**src/lock_pkg.sv**
```systemverilog
package lock_pkg;

  ////////////////////
  // sizes

  localparam int CODE_DIGITS    = 20;  // digits held in a key sequence
  localparam int DISPLAY_DIGITS = 6;
  localparam int MAX_SHIFT      = 16;  // highest offset tried by the matcher
  localparam int MIN_CODE_LEN   = 4;
  localparam int MAX_CODE_LEN   = 12;
  localparam int MAX_ATTEMPTS   = 5;   // wrong codes before lockout
  localparam int MATCH_LATENCY  = 3;   // check_start to match_done

  ////////////////////
  // types

  typedef logic [3:0] digit_t;

  // digit 0 is the most recent key
  // a stored code is padded with hex F above its length
  typedef logic [CODE_DIGITS*4-1:0] code_t;

  typedef logic [DISPLAY_DIGITS*4-1:0] display_t;
  typedef logic [15:0] count_t;

  ////////////////////
  // key and display codes

  localparam digit_t KEY_CANCEL  = 4'hE;
  localparam digit_t KEY_EXIT    = 4'hB;  // never a confirm
  localparam digit_t PAD_DIGIT   = 4'hF;
  localparam digit_t DIGIT_BLANK = 4'hB;
  localparam digit_t DIGIT_MARK  = 4'hA;

  ////////////////////
  // timing, in clock cycles

  localparam count_t AUTO_LOCK_CYCLES   = 16'd5000;
  localparam count_t DEBOUNCE_CYCLES    = 16'd100;
  localparam count_t CANCEL_BEEP_CYCLES = 16'd50;
  localparam count_t WRONG_HOLD_CYCLES  = 16'd1000;
  localparam count_t LOCKOUT_CYCLES     = 16'd30000;

endpackage

```
**src/code_matcher.sv**
```systemverilog
// three-stage search of the typed key sequence for any of the four
// stored codes, at any offset from 0 to MAX_SHIFT digits
module code_matcher (
  input  logic            clk,
  input  logic            rst,
  input  logic            check_start,
  input  lock_pkg::code_t key_digits,
  input  lock_pkg::code_t stored_code_0,
  input  lock_pkg::code_t stored_code_1,
  input  lock_pkg::code_t stored_code_2,
  input  lock_pkg::code_t stored_code_3,
  output logic            match_done,
  output logic            match_ok
);

  logic [lock_pkg::MATCH_LATENCY-1:0] valid_pipe;  // one bit per stage

  lock_pkg::code_t s1_keys;
  lock_pkg::code_t s1_code [4];
  lock_pkg::code_t mask_comb [4];
  lock_pkg::code_t s2_keys;
  lock_pkg::code_t s2_code [4];
  lock_pkg::code_t s2_mask [4];
  logic            hit;

  always_ff @(posedge clk, posedge rst) begin
    if (rst) begin
      valid_pipe <= '0;
    end
    else begin
      valid_pipe <= {valid_pipe[lock_pkg::MATCH_LATENCY-2:0], check_start};
    end
  end

  assign match_done = valid_pipe[lock_pkg::MATCH_LATENCY-1];

  ////////////////////
  // stage 1: capture

  always_ff @(posedge clk) begin
    if (check_start) begin
      s1_keys    <= key_digits;
      s1_code[0] <= stored_code_0;
      s1_code[1] <= stored_code_1;
      s1_code[2] <= stored_code_2;
      s1_code[3] <= stored_code_3;
    end
  end

  ////////////////////
  // stage 2: length and digit mask

  // length is the index of the first pad at or above MIN_CODE_LEN
  always_comb begin
    int len;
    for (int c = 0; c < $size(s1_code); c++) begin
      len = lock_pkg::MAX_CODE_LEN;  // no pad found, full length
      for (int d = lock_pkg::MAX_CODE_LEN; d >= lock_pkg::MIN_CODE_LEN; d--) begin
        if (s1_code[c][4*d +: 4] == lock_pkg::PAD_DIGIT) begin
          len = d;
        end
      end
      for (int d = 0; d < lock_pkg::CODE_DIGITS; d++) begin
        mask_comb[c][4*d +: 4] = (d < len) ? 4'hF : 4'h0;  // F = compared
      end
    end
  end

  always_ff @(posedge clk) begin
    if (valid_pipe[0]) begin
      s2_keys <= s1_keys;
      s2_code <= s1_code;
      s2_mask <= mask_comb;
    end
  end

  ////////////////////
  // stage 3: shifted compare

  // pad digits come in from the top, so a code never matches past
  // the oldest typed key
  always_comb begin
    lock_pkg::code_t shifted;
    hit = 1'b0;
    for (int s = 0; s <= lock_pkg::MAX_SHIFT; s++) begin
      shifted = (s2_keys >> (4 * s)) | ~(lock_pkg::code_t'('1) >> (4 * s));
      for (int c = 0; c < $size(s2_code); c++) begin
        if (((shifted ^ s2_code[c]) & s2_mask[c]) == '0) begin
          hit = 1'b1;
        end
      end
    end
  end

  always_ff @(posedge clk, posedge rst) begin
    if (rst) begin
      match_ok <= 1'b0;
    end
    else if (valid_pipe[lock_pkg::MATCH_LATENCY-2]) begin
      match_ok <= hit;  // lines up with match_done
    end
  end

endmodule

```
**src/door_lock_top.sv**
```systemverilog
module door_lock_top (
  input  logic               clk,
  input  logic               rst,
  input  logic               door_sensor,    // high while open
  input  logic               inside_button,
  input  logic               privacy_button,
  input  lock_pkg::code_t    stored_code_0,
  input  lock_pkg::code_t    stored_code_1,
  input  lock_pkg::code_t    stored_code_2,
  input  lock_pkg::code_t    stored_code_3,
  input  lock_pkg::count_t   beep_time,
  input  lock_pkg::code_t    key_digits,
  input  logic               key_valid,
  output lock_pkg::display_t display_digits,
  output logic               keypad_en,
  output logic               display_en,
  output logic               lock,
  output logic               beep
);

  logic             check_start;
  logic             match_done;
  logic             match_ok;
  logic             main_clear;
  logic             main_run;
  lock_pkg::count_t main_limit;
  logic             main_expired;
  logic             close_clear;
  logic             close_run;
  logic             close_expired;

  lock_fsm lock_fsm_i (
    .clk            (clk),
    .rst            (rst),
    .door_sensor    (door_sensor),
    .inside_button  (inside_button),
    .privacy_button (privacy_button),
    .beep_time      (beep_time),
    .key_digits     (key_digits),
    .key_valid      (key_valid),
    .match_done     (match_done),
    .match_ok       (match_ok),
    .main_expired   (main_expired),
    .close_expired  (close_expired),
    .check_start    (check_start),
    .main_clear     (main_clear),
    .main_run       (main_run),
    .main_limit     (main_limit),
    .close_clear    (close_clear),
    .close_run      (close_run),
    .display_digits (display_digits),
    .keypad_en      (keypad_en),
    .display_en     (display_en),
    .lock           (lock),
    .beep           (beep)
  );

  code_matcher code_matcher_i (
    .clk           (clk),
    .rst           (rst),
    .check_start   (check_start),
    .key_digits    (key_digits),
    .stored_code_0 (stored_code_0),
    .stored_code_1 (stored_code_1),
    .stored_code_2 (stored_code_2),
    .stored_code_3 (stored_code_3),
    .match_done    (match_done),
    .match_ok      (match_ok)
  );

  // per-state delays, limit picked by the FSM
  lock_timer main_timer_i (
    .clk     (clk),
    .rst     (rst),
    .clear   (main_clear),
    .run     (main_run),
    .limit   (main_limit),
    .expired (main_expired)
  );

  lock_timer close_timer_i (
    .clk     (clk),
    .rst     (rst),
    .clear   (close_clear),
    .run     (close_run),
    .limit   (lock_pkg::AUTO_LOCK_CYCLES),
    .expired (close_expired)
  );

endmodule

```
**src/lock_fsm.sv**
```systemverilog
// door state machine, wrong-attempt counter and output decode
module lock_fsm (
  input  logic               clk,
  input  logic               rst,
  input  logic               door_sensor,
  input  logic               inside_button,
  input  logic               privacy_button,
  input  lock_pkg::count_t   beep_time,
  input  lock_pkg::code_t    key_digits,
  input  logic               key_valid,
  input  logic               match_done,
  input  logic               match_ok,
  input  logic               main_expired,
  input  logic               close_expired,
  output logic               check_start,
  output logic               main_clear,
  output logic               main_run,
  output lock_pkg::count_t   main_limit,
  output logic               close_clear,
  output logic               close_run,
  output lock_pkg::display_t display_digits,
  output logic               keypad_en,
  output logic               display_en,
  output logic               lock,
  output logic               beep
);

  typedef enum logic [3:0] {
    st_reset,
    st_locked,
    st_closed,             // closed and unlocked
    st_open,
    st_open_beep,
    st_cancel_beep,
    st_checking,
    st_wrong,
    st_lockout,
    st_privacy,
    st_deb_privacy,
    st_deb_exit_privacy,
    st_deb_lock,
    st_deb_unlock
  } state_t;

  state_t state;
  state_t state_next;

  logic [$clog2(lock_pkg::MAX_ATTEMPTS + 1)-1:0] attempts;

  logic             inside_q;
  logic             privacy_q;
  logic             inside_press;
  logic             privacy_press;
  lock_pkg::digit_t last_key;
  logic             cancel_key;
  logic             confirm_key;
  logic             wrong_result;
  logic             last_attempt;

  ////////////////////
  // key and button decode

  assign last_key    = key_digits[3:0];
  assign cancel_key  = key_valid && (last_key == lock_pkg::KEY_CANCEL);
  assign confirm_key = key_valid && (last_key != lock_pkg::KEY_CANCEL)
                       && (last_key != lock_pkg::KEY_EXIT);

  // press edges, so a held button acts only once
  assign inside_press  = inside_button && !inside_q;
  assign privacy_press = privacy_button && !privacy_q;

  assign wrong_result = match_done && !match_ok;
  assign last_attempt = (attempts >= lock_pkg::MAX_ATTEMPTS - 1);

  always_ff @(posedge clk, posedge rst) begin
    if (rst) begin
      inside_q  <= 1'b0;
      privacy_q <= 1'b0;
    end
    else begin
      inside_q  <= inside_button;
      privacy_q <= privacy_button;
    end
  end

  ////////////////////
  // next state

  always_comb begin
    state_next = state;
    case (state)
      st_reset: begin
        if (!door_sensor) state_next = st_locked;
      end
      st_locked: begin
        if (cancel_key) state_next = st_cancel_beep;
        else if (privacy_press) state_next = st_deb_privacy;
        else if (inside_press) state_next = st_deb_unlock;
        else if (confirm_key) state_next = st_checking;
      end
      st_closed: begin
        if (inside_press) state_next = st_deb_lock;
        else if (door_sensor) state_next = st_open;
        else if (close_expired) state_next = st_locked;  // auto-lock
      end
      st_open: begin
        if (!door_sensor) state_next = st_closed;
        else if (main_expired) state_next = st_open_beep;
      end
      st_open_beep: begin
        if (!door_sensor) state_next = st_closed;
      end
      st_cancel_beep: begin
        if (main_expired) state_next = st_locked;
      end
      st_checking: begin
        if (match_done && match_ok) state_next = st_closed;
        else if (wrong_result && last_attempt) state_next = st_lockout;
        else if (wrong_result) state_next = st_wrong;
      end
      st_wrong: begin
        if (main_expired) state_next = st_locked;
      end
      st_lockout: begin
        if (main_expired) state_next = st_locked;
      end
      st_privacy: begin
        if (inside_press) state_next = st_deb_exit_privacy;
      end
      // debounce: expiry first, then a release falls back
      st_deb_privacy: begin
        if (main_expired) state_next = st_privacy;
        else if (!privacy_button) state_next = st_locked;
      end
      st_deb_exit_privacy: begin
        if (main_expired) state_next = st_closed;
        else if (!inside_button) state_next = st_privacy;
      end
      st_deb_lock: begin
        if (main_expired) state_next = st_locked;
        else if (!inside_button) state_next = st_closed;
      end
      st_deb_unlock: begin
        if (main_expired) state_next = st_closed;
        else if (!inside_button) state_next = st_locked;
      end
      default: state_next = st_reset;
    endcase
  end

  always_ff @(posedge clk, posedge rst) begin
    if (rst) begin
      state <= st_reset;
    end
    else begin
      state <= state_next;
    end
  end

  // cleared only when a lockout ends
  always_ff @(posedge clk, posedge rst) begin
    if (rst) begin
      attempts <= '0;
    end
    else if ((state == st_lockout) && (state_next == st_locked)) begin
      attempts <= '0;
    end
    else if ((state == st_checking) && wrong_result) begin
      attempts <= attempts + 1'b1;
    end
  end

  // matcher starts in the same cycle as the confirm key
  assign check_start = (state == st_locked) && (state_next == st_checking);

  ////////////////////
  // timer control

  assign main_clear  = (state_next != state);  // restart on every state change
  assign close_clear = (state != st_closed);
  assign close_run   = (state == st_closed);

  always_comb begin
    main_run   = 1'b1;
    main_limit = '1;
    case (state)
      st_open:        main_limit = beep_time;
      st_cancel_beep: main_limit = lock_pkg::CANCEL_BEEP_CYCLES;
      st_wrong:       main_limit = lock_pkg::WRONG_HOLD_CYCLES;
      st_lockout:     main_limit = lock_pkg::LOCKOUT_CYCLES;
      st_deb_privacy, st_deb_exit_privacy, st_deb_lock, st_deb_unlock: begin
        main_limit = lock_pkg::DEBOUNCE_CYCLES;
      end
      default:        main_run = 1'b0;  // untimed state
    endcase
  end

  ////////////////////
  // outputs

  always_comb begin
    display_digits = {lock_pkg::DISPLAY_DIGITS{lock_pkg::DIGIT_BLANK}};
    keypad_en      = 1'b0;
    display_en     = 1'b1;
    lock           = 1'b1;
    beep           = 1'b0;
    case (state)
      st_reset, st_closed, st_open, st_deb_lock: lock = 1'b0;
      st_open_beep: begin
        lock = 1'b0;
        beep = 1'b1;
      end
      st_locked:      keypad_en = 1'b1;
      st_cancel_beep: beep = 1'b1;
      st_wrong: begin
        // one mark per wrong code, from the right
        for (int i = 0; i < lock_pkg::DISPLAY_DIGITS; i++) begin
          if (i < attempts) display_digits[4*i +: 4] = lock_pkg::DIGIT_MARK;
        end
      end
      st_lockout: begin
        for (int i = 0; i < lock_pkg::DISPLAY_DIGITS; i++) begin
          if (i < lock_pkg::MAX_ATTEMPTS) display_digits[4*i +: 4] = lock_pkg::DIGIT_MARK;
        end
      end
      st_privacy, st_deb_exit_privacy: display_en = 1'b0;  // do not disturb
      default: ;
    endcase
  end

endmodule

```
**src/lock_timer.sv**
```systemverilog
// up-counter with a sticky limit flag
// used for the per-state delays and for the auto-lock delay
module lock_timer (
  input  logic             clk,
  input  logic             rst,
  input  logic             clear,
  input  logic             run,
  input  lock_pkg::count_t limit,
  output logic             expired
);

  lock_pkg::count_t count;

  // compare as >= so a limit lowered mid-count still fires
  assign expired = (count >= limit);

  always_ff @(posedge clk, posedge rst) begin
    if (rst) begin
      count <= '0;
    end
    else if (clear) begin
      count <= '0;  // clear wins over run
    end
    else if (run && !expired) begin
      count <= count + 1'b1;  // stops at the limit, no wrap
    end
  end

endmodule

```
**config.mk**
```make
export PLATFORM = sky130hd
export DESIGN_NAME = door_lock_top
export DESIGN_NICKNAME = d
export VERILOG_FILES = /design/src/lock_pkg.sv /design/src/code_matcher.sv /design/src/door_lock_top.sv /design/src/lock_fsm.sv /design/src/lock_timer.sv
export SDC_FILE = /design/constraint.sdc
export NUM_CORES = 2
export LEC_CHECK = 0
export BUFFER_PORTS_ARGS = -buffer_cell sky130_fd_sc_hd__buf_2
export CELL_PAD_IN_SITES_DETAIL_PLACEMENT = 2
export CELL_PAD_IN_SITES_GLOBAL_PLACEMENT = 2
export CORE_MARGIN = 2
export CORE_UTILIZATION = 30
export DETAILED_ROUTE_END_ITERATION = 10
export PLACE_DENSITY_LB_ADDON = 0.1
export SYNTH_ARGS = -nofsm -noshare
export SYNTH_HDL_FRONTEND = slang
export SYNTH_HIERARCHICAL = 1
export SYNTH_SLANG_ARGS = --single-unit
```
**constraint.sdc**
```tcl
create_clock -name clk -period 25 [get_ports clk]
set_input_delay 6.25 -clock clk [delete_from_list [all_inputs] [get_ports clk]]
set_output_delay 6.25 -clock clk [all_outputs]
set_load 0.02 [all_outputs]
```
**Word level (Yosys, flattened, before mapping)**

Cells that the tools add are included.

- $add $sub $neg: 3
- Magnitude comparators: 89
- Eq/ne operators: 52
- Muxes and demuxes: 225
- Bitwise gates (word level): 136
- Reduce and logical (&&, ||, !) cells: 96

Operator list:

| kind | number |
|---|---|
| $and 80x80->80 | 68 |
| $logic_not 80->1 | 68 |
| $xor 80x80->80 | 68 |
| $lt 5x32->1 const A | 32 |
| $mux 32 | 28 |
| $lt 4x32->1 const A | 16 |
| $lt 6x32->1 const A | 16 |
| $mux 4 | 104 |
| $lt 3x32->1 const A | 8 |
| $eq 4x4->1 const B | 39 |
| $lt 1x32->1 const A | 4 |
| $lt 2x32->1 const A | 4 |
| $mux 1 | 80 |
| $pmux 16 s5 | 1 |
| $mux 16 | 4 |
| $pmux 4 s12 | 1 |
| $pmux 17 s2 | 1 |
| $add 16x1->16 const B | 2 |
| $eq 4x3->1 const B | 5 |
| $mux 3 | 6 |
| $ge 16x13->1 const B | 1 |
| $ge 16x16->1 | 1 |
| $logic_and 1x1->1 | 13 |
| $eq 4x1->1 const B | 2 |
| other kinds (17) | 29 |

- Bits in registers: 1,165
- Input bits: 422
- Output and inout port bits: 28
- Logic and storage cells: 623

**Longest topological paths before layout**

- Depth after elaboration: 71
- Gate-level depth with buffers: 24
- Mapped depth without buffers: 20

**Cells and area by module**

The synthesis kept the hierarchy.

By module, submodules not included:

| module | times used | cells each | area each (µm²) | sequential area each (µm²) |
|---|---|---|---|---|
| code_matcher | 1 | 5,793 | 62,698.9 | 21,120.3 |
| lock_fsm | 1 | 215 | 1,456.4 | 225.2 |
| lock_timer (close_timer_i) | 1 | 152 | 1,348.8 | 400.4 |
| lock_timer (main_timer_i) | 1 | 143 | 1,275.0 | 400.4 |
| door_lock_top | 1 | 2 | 7.5 | 0.0 |

**Least setup slack after synthesis**

No wires, ideal clock.

- Path type: input -> register
- Start point: input beep_time[5]
- End point: register code_matcher_i/valid_pipe[0] (netlist bit)
- Library setup time: 2.318 ns
- Arrival: 30.601 ns
- Data required time: 22.682 ns
- Path slack: -7.919 ns
- Stages on the path: 13
- Buffers on the path: 1
- Cell sequence: or4_1 -> inv_1 -> ha_1 -> nor3_1 -> nor2_1 -> o2111ai_1 -> o21ai_0 -> clkbuf_1 -> o21ai_0 -> a221oi_1 -> a211oi_1 -> nand2_1 -> nor3_1

- Cells in the longest elaborated chain, start to end: 7
- Elaborated cells between the ends (all ways): 12
- Classes of those cells: order compare: 1; eq/ne: 1; mux: 9; reduce/logical: 1

RTL lines:

| what | line | RTL |
|---|---|---|
| start, declared | door_lock_top.sv:11 | `input lock_pkg::count_t beep_time,` |
| $pmux 16 s5 * | lock_fsm.sv:186 | `case (state)` |
| $ge 16x16->1 * | lock_timer.sv:15 | `assign expired = (count >= limit);` |
| net main_expired | door_lock_top.sv:27 | `logic main_expired;` |
| $mux 4 | lock_fsm.sv:108 | `else if (main_expired) state_next = st_open_beep;` |
| $mux 4 | lock_fsm.sv:107 | `if (!door_sensor) state_next = st_closed;` |
| $pmux 4 s12 * | lock_fsm.sv:91 | `case (state)` |
| net lock_fsm_i.state_next[3] | lock_fsm.sv:46 | `state_t state_next;` |
| $eq 4x3->1 * | lock_fsm.sv:174 | `assign check_start = (state == st_locked) && (state_next == st_checking);` |
| $logic_and 1x1->1 * | lock_fsm.sv:174 |  |
| net check_start | door_lock_top.sv:21 | `logic check_start;` |
| end signal, assigned | code_matcher.sv:31 | `valid_pipe <= {valid_pipe[lock_pkg::MATCH_LATENCY-2:0], check_start};` |
| end, declared | code_matcher.sv:16 | `logic [lock_pkg::MATCH_LATENCY-1:0] valid_pipe;` |

The timed path passes the listed nets; every way through them passes the cells marked *.
A chain may end at the register's enable or synchronous reset.

**Worst setup path in the final report**

- Start point: input beep_time[5]
- End point: register code_matcher_i/s1_code[297] (netlist bit) (enable)

- Cells in the longest elaborated chain, start to end: 7
- Elaborated cells between the ends (all ways): 12
- Classes of those cells: order compare: 1; eq/ne: 1; mux: 9; reduce/logical: 1

RTL lines:

| what | line | RTL |
|---|---|---|
| $pmux 16 s5 * | lock_fsm.sv:186 |  |
| net main_limit[5] | door_lock_top.sv:26 | `lock_pkg::count_t main_limit;` |
| $ge 16x16->1 * | lock_timer.sv:15 |  |
| net main_expired | door_lock_top.sv:27 |  |
| $mux 4 | lock_fsm.sv:108 |  |
| $mux 4 | lock_fsm.sv:107 |  |
| $pmux 4 s12 * | lock_fsm.sv:91 |  |
| net lock_fsm_i.state_next[3] | lock_fsm.sv:46 |  |
| $eq 4x3->1 * | lock_fsm.sv:174 |  |
| $logic_and 1x1->1 * | lock_fsm.sv:174 |  |
| net check_start | door_lock_top.sv:21 |  |
| end, declared | code_matcher.sv:19 | `lock_pkg::code_t s1_code [4];` |

Marks and branches as above.

==> results by stage <==
Clock tree:
- Buffers inserted to repair hold after CTS numbered 0.
- The number of CTS-inserted buffers is 89.
- The clock tree synthesis step divided the H-tree into 3 levels.
- The tree is rooted in a sky130_fd_sc_hd__clkbuf_16.
- After clock tree synthesis, the clock-pin slew on the worst setup and hold paths is 0.06 ns.
- The clock tree from TritonCTS is built.
- The setup fix buffers added after clock tree synthesis is 0.
- The tree built by TritonCTS fans out to 745 sinks.
- The worst-skew pair later-pin latency is 0.79 ns.
- The post-cts resize count is 0.
- The clock passes through at most 3 buffers.

Global routing:
- The initial antenna violation count is 21.
- Entering global routing, the biggest net connects 121 pins.
- The number of global-route vias before repair is 56900.
- The aggregate global-route resource usage is 28.9%.
- The total global routing overflow is 0.
- The first global-routing pass estimated 464000 um of wire.

Critical path:
- The worst setup path is of the primary input to flop kind.
- The data arrival time of the critical path is 12.64 ns.
- The endpoint class of the critical path is a flop.
- For the worst setup path, the data required time is 25.37 ns.
- The cell with the largest stage delay on the worst path is sky130_fd_sc_hd__buf_4.
- For this run, the slowest stage of the critical path takes 0.81 ns.
- The worst setup path is launched from a primary input.
- The cell seen most often among critical-path stages is sky130_fd_sc_hd__buf_4.
- Traced cell by cell, the critical path runs through buf_2 -> or4_1 -> inv_1 -> ha_1 -> nor3_1 -> nor2_1 -> o2111ai_1 -> o21ai_0 -> buf_4 -> o21ai_0 -> a221oi_1 -> a211oi_1 -> nand2_1 -> nor3_4 -> buf_4 -> buf_4 -> buf_4.
- The worst-path maximum fanout is 68.

Floorplanning:
- Once the floorplan was initialized, standard cells occupied 30.1% of the core.
- During I/O placement, the number of pins put on the boundary was 450.
- After floorplanning, the core was divided into 173 placement rows.
- The placeable core area is 222000 um^2.
- The die is 476 um tall.
- The die outline width is 476 um.
- The die covers 226000 um^2.

STA:
- Setup repair after global routing left no endpoint under its margin.
- The post-layout minimum cycle time is 12.27 ns.
- The highest clock frequency the design can meet is 81.5 MHz.
- The final worst clock skew is 0.0633 ns.
- The minimum hold slack is 0.386 ns.
- The total count of hold-check failures in the final report is 0.
- The slew of the pin with the lowest slew margin is 1.48 ns.
- The accumulated negative setup slack is 0 ns.
- The share of the clock period used by the worst path is 49.1%.
- Setup violations remaining at the end of the flow were counted as 0.
- The final count of pins violating max slew is 0.
- The worst relative slew slack is 0.135%.

Yosys:
- The mean area per synthesized cell is 10.6 um^2.
- The fraction of post-synthesis cell area in the top cell type by area is 33.0%.
- The commonest cells after synthesis are sky130_fd_sc_hd__xor2_1 (2520), sky130_fd_sc_hd__edfxtp_1 (700), sky130_fd_sc_hd__o41ai_1 (613).
- The gate count after technology mapping is 6305.
- The synthesized area is 66800 um^2.
- Among all flip-flop cells after synthesis, the most frequent one is sky130_fd_sc_hd__edfxtp_1.
- The number of enable flip-flop cells after synthesis is 700.
- Of all cell types, the one taking the most synthesized area is sky130_fd_sc_hd__xor2_1.
- Sorting the synthesized cells by area gives the leading types as sky130_fd_sc_hd__xor2_1 (33%), sky130_fd_sc_hd__edfxtp_1 (31%), sky130_fd_sc_hd__o41ai_1 (8.0%).
- Yosys printed 6 warnings.
- Counting distinct cell types in the post-synthesis netlist gives 90.
- The sequential share of the synthesized area is 33.2%.
- Counting flops and latches in the post-synthesis netlist gives 745.
- In the post-synthesis netlist, the cell with the most instances is sky130_fd_sc_hd__xor2_1.
- The fraction of registers with async set or reset after synthesis is 6.04%.

Run:
- The count of max-cap constraint violations is 1.

Pwr:
- The cell-internal power is 0.00323 W.
- In this run the static leakage power is 26.2 nW.
- The proportion of power drawn by flip-flops and latches is 32.8%.
- Dividing total power by cell area gives a power density of 81.2 nW/um^2.
- The part of the total power dissipated in the clock network is 22.0%.
- The fraction of power consumed by combinational cells is 45.2%.
- The share of total power consumed by net switching is 45.0%.
- The worst-case IR drop observed on VDD is 0.0000657 V.
- In this run the power spent charging and discharging nets is 0.00263 W.

Place:
- The number of placed instances, taps included, is 9150.
- The placer congestion estimate is 0.849.
- The total of buffers placed on input and output ports is 351.
- Detailed placement finished with a half-perimeter wire length of 217000 um.

Route:
- The detailed-route wire length is 335000 um.
- The remaining design rule violation count is 0.
- The first TritonRoute pass finished after 7 iterations.
- For this block, the initial DRC count from the detailed router was 4245.
- The remaining number of nets flagged by the antenna check after routing is 0.
- The vias after detailed routing is 52900.
- The vias per cell is 5.67.
- The average detailed-routed wire length per instance is 36.0 um.

Outcome:
- The checks that failed: max-capacitance violations.
- The run finished, with violations left.

Cells and area:
- For this run, the number of standard cells in the final layout without fillers is 9314.
- The post-route netlist has 13.2% of its cells at a drive strength greater than 1.
- The signed area change from the synthesized netlist to the final layout is 8.06%.
- The filler cell count in the final layout is 24000.
- The final core utilization is 32.5%.
- At the end of the flow, the number of nets in the layout was 6724.

Min path:
- The class of the tightest hold or removal check is flop to flop.
worst max-delay path, delay by kind of cell:
kind                       cells  cell delay [ns]
buffers and inverters          6             2.74
AOI/OAI and AO/OA              5             1.64
and+or+nand+nor                5             1.51
adders and majority gates      1             0.22
layout make-up:
type,count,area [um^2],area share [%]
Tap cell,2975,3720,5.16
Clock buffer,109,2320,3.22
Inverter,62,233,0.322
Multi-Input combinational cell,4704,38900,53.9
Clock inverter,51,518,0.718
Sequential cell,745,22200,30.7
Antenna cell,4,10.0,0.0139
Timing Repair Buffer,664,4330,6.00
stage by stage:
stage	area (um^2)	power, W	worst slack (ns)
after floorplan	67000	0.00373	2.66
after global placement	69300	0.00446	12.11
after detailed placement	69300	0.00456	11.85
after CTS	72200	0.00589	12.69
after global routing	72200	0.00612	12.21
final	72200	0.00586	12.73
worst paths after layout:
| kind | from | to | slack, ns | cells after the start |
|---|---|---|---|---|
| setup reg to reg | lock_fsm_i/state[3] | code_matcher_i/s1_code[297] | 16.97 | 17 |
| hold reg to reg | code_matcher_i/s1_code[165] | code_matcher_i/s2_code[165] | 0.39 | 0 |
| min in group asynchronous | rst | code_matcher_i/valid_pipe[2] | 5.46 | 2 |
| setup / recovery | beep_time[5] | code_matcher_i/s1_code[297] | 12.73 | 17 |
| hold / removal | code_matcher_i/s1_code[165] | code_matcher_i/s2_code[165] | 0.39 | 0 |
| max in group asynchronous | rst | close_timer_i/count[15] | 18.88 | 2 |
placed cells by master (no fill, tap or decap), types with 21 or more instances in the layout:
| cell type | count |
|---|---|
| sky130_fd_sc_hd__xor2_1 | 2520 |
| sky130_fd_sc_hd__edfxtp_1 | 700 |
| sky130_fd_sc_hd__o41ai_1 | 613 |
| sky130_fd_sc_hd__xnor2_1 | 513 |
| sky130_fd_sc_hd__buf_2 | 351 |
| sky130_fd_sc_hd__nand4_1 | 339 |
| sky130_fd_sc_hd__buf_4 | 295 |
| sky130_fd_sc_hd__clkbuf_16 | 90 |
| sky130_fd_sc_hd__nand2_1 | 89 |
| sky130_fd_sc_hd__conb_1 | 62 |
| sky130_fd_sc_hd__inv_1 | 59 |
| sky130_fd_sc_hd__a21oi_1 | 58 |
| sky130_fd_sc_hd__nand3_1 | 54 |
| sky130_fd_sc_hd__nor2_1 | 47 |
| sky130_fd_sc_hd__nor4_1 | 46 |
| sky130_fd_sc_hd__dfrtp_1 | 44 |
| sky130_fd_sc_hd__o21ai_0 | 37 |
| sky130_fd_sc_hd__ha_1 | 36 |
| sky130_fd_sc_hd__a222oi_1 | 30 |
| sky130_fd_sc_hd__a22oi_1 | 24 |
| sky130_fd_sc_hd__clkinv_1 | 21 |
state kept, by name, indices dropped and copies added (netlist names), 4 cells and up:
name	count
code_matcher_i/s2_keys	80
main_timer_i/count	16
close_timer_i/count	16
code_matcher_i/s2_code	240
code_matcher_i/s1_keys	80
code_matcher_i/s2_mask	60
code_matcher_i/s1_code	240
lock_fsm_i/state	4
cell families (layout without fill, tap and decap cells):
logic type	after synthesis	count (layout)	synth area share [%]
xor gates and xnor gates	3034	3034	39.8
buffers and inverters	912	886	8.97
AOI/OAI and AO/OA	886	886	11.3
DFF	745	745	33.2
and+or+nand+nor	681	681	5.97
adders and majority gates	36	36	0.674
other	6	66	0.0337
muxes	5	5	0.0806
power groups by stage:
stage | Combinational (W) | Sequential (W) | Clock [W]
2_1_floorplan | 0.00190 | 0.00183 | 0
3_3_place_gp | 0.00252 | 0.00194 | 0
6_report | 0.00265 | 0.00192 | 0.00129
3_5_place_dp | 0.00261 | 0.00195 | 0
4_1_cts | 0.00262 | 0.00193 | 0.00134
5_1_grt | 0.00280 | 0.00195 | 0.00138
routing by layer:
layer,wire [um],global-route usage (%),share of wire (%),vias up
li1,-,-,-,22100
met1,146000,37.9,44,28100
met2,155000,47.1,46,1937
met3,17200,3.77,5.1,703
met4,16500,13.5,4.9,28
met5,170,0,0.051,-
No activity file was read; power rests on OpenSTA's default activity.
